===== src/rtl/sprite_pkg.sv =====
/*
 * Shared definitions for the sprite attribute register bank.
 * Field widths and bit positions in the write data, the field
 * opcode and the packed layout of one sprite entry.
 */
`default_nettype none

package sprite_pkg;

	////////////////////////////////////////////////////////////////////////////
	// widths
	////////////////////////////////////////////////////////////////////////////

	localparam int COORD_W = 9;  // offset, x, y and background
	localparam int IDX_W   = 5;  // entry index on reg_sel
	localparam int DATA_W  = 32; // write data bus

	////////////////////////////////////////////////////////////////////////////
	// field positions inside wr_data
	////////////////////////////////////////////////////////////////////////////

	localparam int OFFSET_LSB = 0;
	localparam int Y_LSB      = 9;
	localparam int X_LSB      = 18;
	localparam int BACK_LSB   = 0;  // entry 0 only

	// field selected by a write
	typedef enum logic [1:0] {
		FIELD_OFFSET = 2'd0,
		FIELD_Y      = 2'd1,
		FIELD_X      = 2'd2,
		FIELD_BACK   = 2'd3
	} field_t;

	typedef logic [COORD_W-1:0] coord_t;

	// one sprite, offset in the top bits
	typedef struct packed {
		coord_t offset;
		coord_t y;
		coord_t x;
	} sprite_entry_t;

endpackage

`default_nettype wire


===== src/rtl/sprite_table_if.sv =====
/*
 * Sprite table as seen by the lookup side.
 * Entries, valid bits, a revision toggle and the background colour.
 */
`timescale 1ns/1ps
`default_nettype none

interface sprite_table_if #(
	parameter int NUM_SPRITES = 31
);

	sprite_pkg::sprite_entry_t entries [NUM_SPRITES]; // slot i holds sprite i+1
	logic [NUM_SPRITES-1:0]    valid;                 // set on first accepted write
	logic                      table_rev;             // flips on each accepted write
	sprite_pkg::coord_t        background;            // entry 0

	modport bank (
		output entries,
		output valid,
		output table_rev,
		output background
	);

	modport matcher (
		input entries,
		input valid,
		input table_rev
	);

endinterface

`default_nettype wire


===== src/rtl/sprite_attr_bank.sv =====
/*
 * Sprite attribute storage.
 * Write decode per entry and field, background register, valid bits,
 * table revision toggle and the one-cycle success pulse.
 */
`timescale 1ns/1ps
`default_nettype none

module sprite_attr_bank #(
	parameter int NUM_SPRITES = 31
) (
	input  logic                          clk,
	input  logic                          rst_n,
	input  logic                          wr_en,
	input  logic [sprite_pkg::IDX_W-1:0]  reg_sel,
	input  sprite_pkg::field_t            field_sel,
	input  logic [sprite_pkg::DATA_W-1:0] wr_data,
	output logic                          success,
	sprite_table_if.bank                  tbl
);

	localparam logic [sprite_pkg::IDX_W-1:0] LAST_SEL = NUM_SPRITES[sprite_pkg::IDX_W-1:0];

	////////////////////////////////////////////////////////////////////////////
	// field slices of the write data
	////////////////////////////////////////////////////////////////////////////

	sprite_pkg::coord_t wr_offset;
	sprite_pkg::coord_t wr_y;
	sprite_pkg::coord_t wr_x;
	sprite_pkg::coord_t wr_back;

	assign wr_offset = wr_data[sprite_pkg::OFFSET_LSB +: sprite_pkg::COORD_W];
	assign wr_y      = wr_data[sprite_pkg::Y_LSB +: sprite_pkg::COORD_W];
	assign wr_x      = wr_data[sprite_pkg::X_LSB +: sprite_pkg::COORD_W];
	assign wr_back   = wr_data[sprite_pkg::BACK_LSB +: sprite_pkg::COORD_W];

	////////////////////////////////////////////////////////////////////////////
	// write decode
	////////////////////////////////////////////////////////////////////////////

	logic                   sel_back;   // entry 0, background field
	logic                   sel_sprite; // entry 1..N, sprite field
	logic                   wr_accept;
	logic [NUM_SPRITES-1:0] entry_we;   // one-hot per sprite slot

	assign sel_back = (reg_sel == '0) && (field_sel == sprite_pkg::FIELD_BACK);

	assign sel_sprite = (reg_sel != '0)
		&& (reg_sel <= LAST_SEL)
		&& (field_sel != sprite_pkg::FIELD_BACK);

	assign wr_accept = wr_en && (sel_back || sel_sprite);

	for (genvar i = 0; i < NUM_SPRITES; i++) begin : g_entry_we
		localparam int unsigned SEL_I = i + 1;
		localparam logic [sprite_pkg::IDX_W-1:0] SEL = SEL_I[sprite_pkg::IDX_W-1:0];

		assign entry_we[i] = wr_en && sel_sprite && (reg_sel == SEL);
	end

	////////////////////////////////////////////////////////////////////////////
	// entry storage
	////////////////////////////////////////////////////////////////////////////

	sprite_pkg::sprite_entry_t entries_q [NUM_SPRITES];

	// only the named field of the addressed slot changes
	always_ff @(posedge clk) begin
		for (int i = 0; i < NUM_SPRITES; i++) begin
			if (entry_we[i]) begin
				case (field_sel)
					sprite_pkg::FIELD_OFFSET: entries_q[i].offset <= wr_offset;
					sprite_pkg::FIELD_Y:      entries_q[i].y      <= wr_y;
					default:                  entries_q[i].x      <= wr_x; // FIELD_X
				endcase
			end
		end
	end

	////////////////////////////////////////////////////////////////////////////
	// control state and background
	////////////////////////////////////////////////////////////////////////////

	logic [NUM_SPRITES-1:0] valid_q;
	logic                   table_rev_q;
	sprite_pkg::coord_t     background_q;

	always_ff @(posedge clk) begin
		if (!rst_n) begin
			valid_q      <= '0;
			table_rev_q  <= 1'b0;
			background_q <= '0;
			success      <= 1'b0;
		end else begin
			valid_q <= valid_q | entry_we; // sticky until reset
			success <= wr_accept;          // one cycle after the write edge
			if (wr_accept) begin
				table_rev_q <= ~table_rev_q;
			end
			if (wr_en && sel_back) begin
				background_q <= wr_back;
			end
		end
	end

	assign tbl.entries    = entries_q;
	assign tbl.valid      = valid_q;
	assign tbl.table_rev  = table_rev_q;
	assign tbl.background = background_q;

	////////////////////////////////////////////////////////////////////////////
	// assertions
	////////////////////////////////////////////////////////////////////////////

	// a success pulse needs a write on the previous edge
	a_success_after_write : assert property (
		@(posedge clk) disable iff (!rst_n)
		success |-> $past(wr_en)
	);

	// sprite fields do not exist in entry 0
	a_entry0_sprite_rejected : assert property (
		@(posedge clk) disable iff (!rst_n)
		(wr_en && (reg_sel == '0) && (field_sel != sprite_pkg::FIELD_BACK)) |=> !success
	);

endmodule

`default_nettype wire


===== src/rtl/sprite_coord_match.sv =====
/*
 * Coordinate lookup against the sprite table.
 * Parallel compare, lowest-index priority pick and the registered
 * hit flag, offset and result pulse.
 */
`timescale 1ns/1ps
`default_nettype none

module sprite_coord_match #(
	parameter int NUM_SPRITES = 31
) (
	input  logic               clk,
	input  logic               rst_n,
	input  logic               lookup_en,
	input  sprite_pkg::coord_t check_x,
	input  sprite_pkg::coord_t check_y,
	sprite_table_if.matcher    tbl,
	output logic               result_valid,
	output logic               hit,
	output sprite_pkg::coord_t offset_out
);

	////////////////////////////////////////////////////////////////////////////
	// compare
	////////////////////////////////////////////////////////////////////////////

	logic [NUM_SPRITES-1:0] match;
	logic                   any_match;
	sprite_pkg::coord_t     match_offset;

	// empty slots never match
	for (genvar i = 0; i < NUM_SPRITES; i++) begin : g_cmp
		assign match[i] = tbl.valid[i]
			&& (tbl.entries[i].x == check_x)
			&& (tbl.entries[i].y == check_y);
	end

	assign any_match = |match;

	// walk down so the lowest index wins
	always_comb begin
		match_offset = '0;
		for (int i = NUM_SPRITES - 1; i >= 0; i--) begin
			if (match[i]) begin
				match_offset = tbl.entries[i].offset;
			end
		end
	end

	////////////////////////////////////////////////////////////////////////////
	// result register
	////////////////////////////////////////////////////////////////////////////

	always_ff @(posedge clk) begin
		if (!rst_n) begin
			result_valid <= 1'b0;
			hit          <= 1'b0;
			offset_out   <= '0;
		end else begin
			result_valid <= lookup_en; // single-cycle pulse
			if (lookup_en) begin
				hit        <= any_match;
				offset_out <= match_offset; // zero on a miss
			end
		end
	end

	////////////////////////////////////////////////////////////////////////////
	// assertions
	////////////////////////////////////////////////////////////////////////////

	// one result per lookup, exactly one cycle later
	a_result_timing : assert property (
		@(posedge clk) disable iff (!rst_n)
		(lookup_en |=> result_valid) and (result_valid |-> $past(lookup_en))
	);

	a_miss_offset_zero : assert property (
		@(posedge clk) disable iff (!rst_n)
		(result_valid && !hit) |-> (offset_out == '0)
	);

	// valid bits only grow, and only with an accepted write in the bank
	a_valid_monotonic : assert property (
		@(posedge clk) disable iff (!rst_n)
		$past(rst_n) |->
			((tbl.valid & $past(tbl.valid)) == $past(tbl.valid))
			&& ($stable(tbl.table_rev) -> $stable(tbl.valid))
	);

endmodule

`default_nettype wire


===== src/rtl/sprite_regs_top.sv =====
/*
 * Top level of the sprite attribute register bank.
 * Plain ports, the table interface, storage bank and lookup matcher.
 */
`timescale 1ns/1ps
`default_nettype none

module sprite_regs_top #(
	parameter int NUM_SPRITES = 31 // 1 to 31
) (
	input  logic                          clk,
	input  logic                          rst_n,

	// write side
	input  logic                          wr_en,
	input  logic [sprite_pkg::IDX_W-1:0]  reg_sel,
	input  logic [1:0]                    field_sel,
	input  logic [sprite_pkg::DATA_W-1:0] wr_data,
	output logic                          success,

	// lookup side
	input  logic                          lookup_en,
	input  sprite_pkg::coord_t            check_x,
	input  sprite_pkg::coord_t            check_y,
	output logic                          result_valid,
	output logic                          hit,
	output sprite_pkg::coord_t            offset_out,

	output sprite_pkg::coord_t            background
);

	////////////////////////////////////////////////////////////////////////////
	// table between bank and matcher
	////////////////////////////////////////////////////////////////////////////

	sprite_table_if #(
		.NUM_SPRITES (NUM_SPRITES)
	) tbl ();

	sprite_pkg::field_t field_op;

	assign field_op = sprite_pkg::field_t'(field_sel); // raw bits to opcode

	////////////////////////////////////////////////////////////////////////////
	// storage
	////////////////////////////////////////////////////////////////////////////

	sprite_attr_bank #(
		.NUM_SPRITES (NUM_SPRITES)
	) i_sprite_attr_bank (
		.clk       (clk),
		.rst_n     (rst_n),
		.wr_en     (wr_en),
		.reg_sel   (reg_sel),
		.field_sel (field_op),
		.wr_data   (wr_data),
		.success   (success),
		.tbl       (tbl.bank)
	);

	////////////////////////////////////////////////////////////////////////////
	// lookup
	////////////////////////////////////////////////////////////////////////////

	sprite_coord_match #(
		.NUM_SPRITES (NUM_SPRITES)
	) i_sprite_coord_match (
		.clk          (clk),
		.rst_n        (rst_n),
		.lookup_en    (lookup_en),
		.check_x      (check_x),
		.check_y      (check_y),
		.tbl          (tbl.matcher),
		.result_valid (result_valid),
		.hit          (hit),
		.offset_out   (offset_out)
	);

	assign background = tbl.background; // entry 0 straight out

endmodule

`default_nettype wire


===== config.mk =====
export PLATFORM = sky130hd
export DESIGN_NAME = sprite_regs_top
export DESIGN_NICKNAME = d
export VERILOG_FILES = /design/src/rtl/sprite_pkg.sv /design/src/rtl/sprite_table_if.sv /design/src/rtl/sprite_attr_bank.sv /design/src/rtl/sprite_coord_match.sv /design/src/rtl/sprite_regs_top.sv
export SDC_FILE = /design/constraint.sdc
export NUM_CORES = 1
export LEC_CHECK = 0
export ABC_AREA = 1
export BUFFER_PORTS_ARGS = -buffer_cell sky130_fd_sc_hd__buf_2
export CAP_MARGIN = 5
export CORE_MARGIN = 2
export CORE_UTILIZATION = 28
export DETAILED_ROUTE_END_ITERATION = 10
export SETUP_SLACK_MARGIN = 0.1
export SYNTH_ARGS = -nofsm -noshare
export SYNTH_HDL_FRONTEND = slang
export SYNTH_HIERARCHICAL = 1
export SYNTH_SLANG_ARGS = --single-unit

===== constraint.sdc =====
create_clock -name clk -period 3.6 [get_ports clk]
set_input_delay 0.36 -clock clk [delete_from_list [all_inputs] [get_ports clk]]
set_output_delay 0.36 -clock clk [all_outputs]
set_load 0.01 [all_outputs]

==> results.toml <==
[global_route]
grt_pass1_vias = 25700
track_usage_pct = 17.4
grt_max_degree = 33
grt_pass1_wl_mm = 176
antenna_found_initial = 12
overflow = 0

[worst_setup_path]
crit_path_start_kind = "register"
cp_top_family = "simple AND/OR/NAND/NOR gates"
worst_path_max_delay_cell = "edfxtp_1"
critical_path_class = "reg -> reg"
crit_required_ns = 4.13
cp.buffers_inverters = 2
cpPeakStageDelay_ns = 0.39
crit_path_end_kind = "register"
crit_fanout = 8
worst_ep_arrival_time_ns = 3.95
cp_common_cell = "nand2_1"

[timing]
slew_viol_final = 0
post-route-period-util_pct = 94.8
fmax_mhz = 293
skew_ns = 0.0374
rsz0062_at_grt = "true"
hold_viol = 0
finalSetupViolations = 0
max-slew-margin-rel_pct = 15.2
period_minus_slack_ns = 3.41
worstMarginPinSlew_ns = 1.27
final.setup.tns_ns = 0
setup_ws_ns = 0.186

[routing]
drtPass1Iterations = 5
drt-initial-drc-count = 3074
wl_mm = 123
vias = 26800
drc_errors = 0
avgRoutedWirePerCell_um = 23.0
routed_via_density = 4.99
detail-route-antenna-nets = 0

[cts]
tritoncts = "done"
path_clk_slew_ns = 0.07
clk_latency_ns = 0.67
cts_buffers = 90
clkSinkCount = 889
ctsLongestPathBuffers = 3
cts_root_buf = "clkbuf_16"
cts.htree.levels = 3

[power_and_ir_drop]
vdd_ir_drop_max_mv = 0.396
p_leak_nw = 16.2
power_frac_comb_pct = 5.4
internal_power_mw = 17.1
p_clk_share_pct = 43.2
p_per_area_nw_per_um2 = 486
power.share.sequential_pct = 51.4
power_switching_mw = 4.96
switching_share_pct = 22.4

[floorplan]
fp.dieW_um = 372
die-area_um2 = 138000
die_h_um = 372
fp.coreArea_um2 = 135000
top_level_ports = 82
initial_utilization_pct = 28.1
rows = 135

[yosys]
yosysWarnings = 6
syn_avg_cell_area_um2 = 11.9
syn_nets = 3263
syn_area_um2 = 37900
syn_inst = 3202

[cells_and_area]
fill_cells = 13200
fin_cells = 5376
drive_gt1_share_pct = 17.9
area_growth_pct = 20.0
ff_latch_area_um2 = 26200
layout.nets = 3579
multi_input_area_um2 = 10600

[placement]
place_hpwl_mm = 81.9
pre_cts_slack_ns = -0.310
place.detailed.instances = 5200
routabilityCongestion = 0.905
port-buffer-count = 76

[job]
drv_cap = 0

[status]
status = "complete, no violations"

[min_path]
min_path_type = "in -> reg"
==> final cells by class <==
cell class                      instances  share of cell area [%]
Sequential cell                       889                    57.5
Multi-Input combinational cell       2020                    23.2
Timing Repair Buffer                  363                    6.54
Clock buffer                          117                    5.28
Tap cell                             1781                    4.90
Inverter                              154                    1.29
Clock inverter                         51                    1.28
Antenna cell                            1                 0.00550
==> per-stage QoR <==
step                      utilization, %  hold slack, ns  area (um^2)  total power [mW]
after floorplan                        -           0.426        37900              12.1
after global placement              31.3           0.433        42300              12.8
after detailed placement            31.3           0.440        42300              12.8
after CTS                           33.6          0.0255        45300              22.2
after global routing                33.7          0.0732        45500              22.7
final                               33.7          0.0664        45500              22.1
==> sequential cells by signal (all words and copies together) (netlist names) <==
| register | cells |
|---|---|
| i_sprite_attr_bank/tbl.background | 9 |
| i_sprite_attr_bank/tbl.entries | 837 |
| i_sprite_attr_bank/success | 1 |
| i_sprite_coord_match/result_valid | 1 |
| i_sprite_coord_match/offset_out | 9 |
| i_sprite_coord_match/hit | 1 |
| i_sprite_attr_bank/tbl.valid | 31 |
==> path summary, 6_finish.rpt <==
check | slack (ns) | startpoint | cells after the start | end
worst min register to register | 0.45 | i_sprite_attr_bank/tbl.valid[22]$_SDFF_PN0_ | 2 | i_sprite_attr_bank/tbl.valid[22]$_SDFF_PN0_
worst max register to register | 0.19 | i_sprite_attr_bank/tbl.entries[34]$_DFFE_PP_ | 40 | i_sprite_coord_match/offset_out[0]$_SDFFE_PN0P_
worst min-delay path | 0.07 | rst_n | 3 | i_sprite_coord_match/result_valid$_SDFF_PN0_
worst max-delay path | 0.19 | i_sprite_attr_bank/tbl.entries[34]$_DFFE_PP_ | 40 | i_sprite_coord_match/offset_out[0]$_SDFFE_PN0P_
==> tightest hold or removal path, cell delays in order <==
cell,delay (ns)
buf_2,0.19
nand2_1,0.11
inv_1,0.03
==> layer usage <==
layer  global-route usage, %  routed length (um)  share of wire (%)  vias to the layer above
li1                        -                   -                  -                    12100
met1                    23.0               51200                 42                    13300
met2                    28.5               57600                 47                     1230
met3                    3.26               10400                8.4                      233
met4                    6.53                4070                3.3                       18
met5                       0                 108              0.088                        -
==> what timing repair did <==
item / CTS / global route
endpoints found under the setup margin: 5 / 9
gates resized for setup: 1 / 41
pin swaps: 0 / 15
setup buffers: 0 / 5
hold endpoints to repair: 1 / 0
cloned: 0 / 1
hold buffers: 1 / 0
==> cell usage in the layout, fill, tap and decap left out, drive strengths merged, types with 4 or more instances in the layout <==
master	instances
edfxtp	837
nand2	657
nor2	389
buf	362
a21oi	183
o21ai	165
inv	149
xor2	129
clkbuf	117
or2	74
o22ai	71
nor4	55
nand3	55
dfxtp	52
clkinv	45
nand4	43
a22o	40
a221oi	35
xnor2	32
nor3	22
o2111ai	18
bufinv	10
a211oi	9
or4	9
and3	7
nor4b	5
o21bai	4
==> power by group through the flow <==
stage	combinational [mW]	sequential, mW	clock [mW]
after floorplan	0.475	11.6	0
after global placement	1.17	11.6	0
after detailed placement	1.18	11.6	0
after CTS	1.18	11.4	9.67
after global routing	1.25	11.4	10.1
final	1.20	11.4	9.54
(Power assumes the default switching activity.)
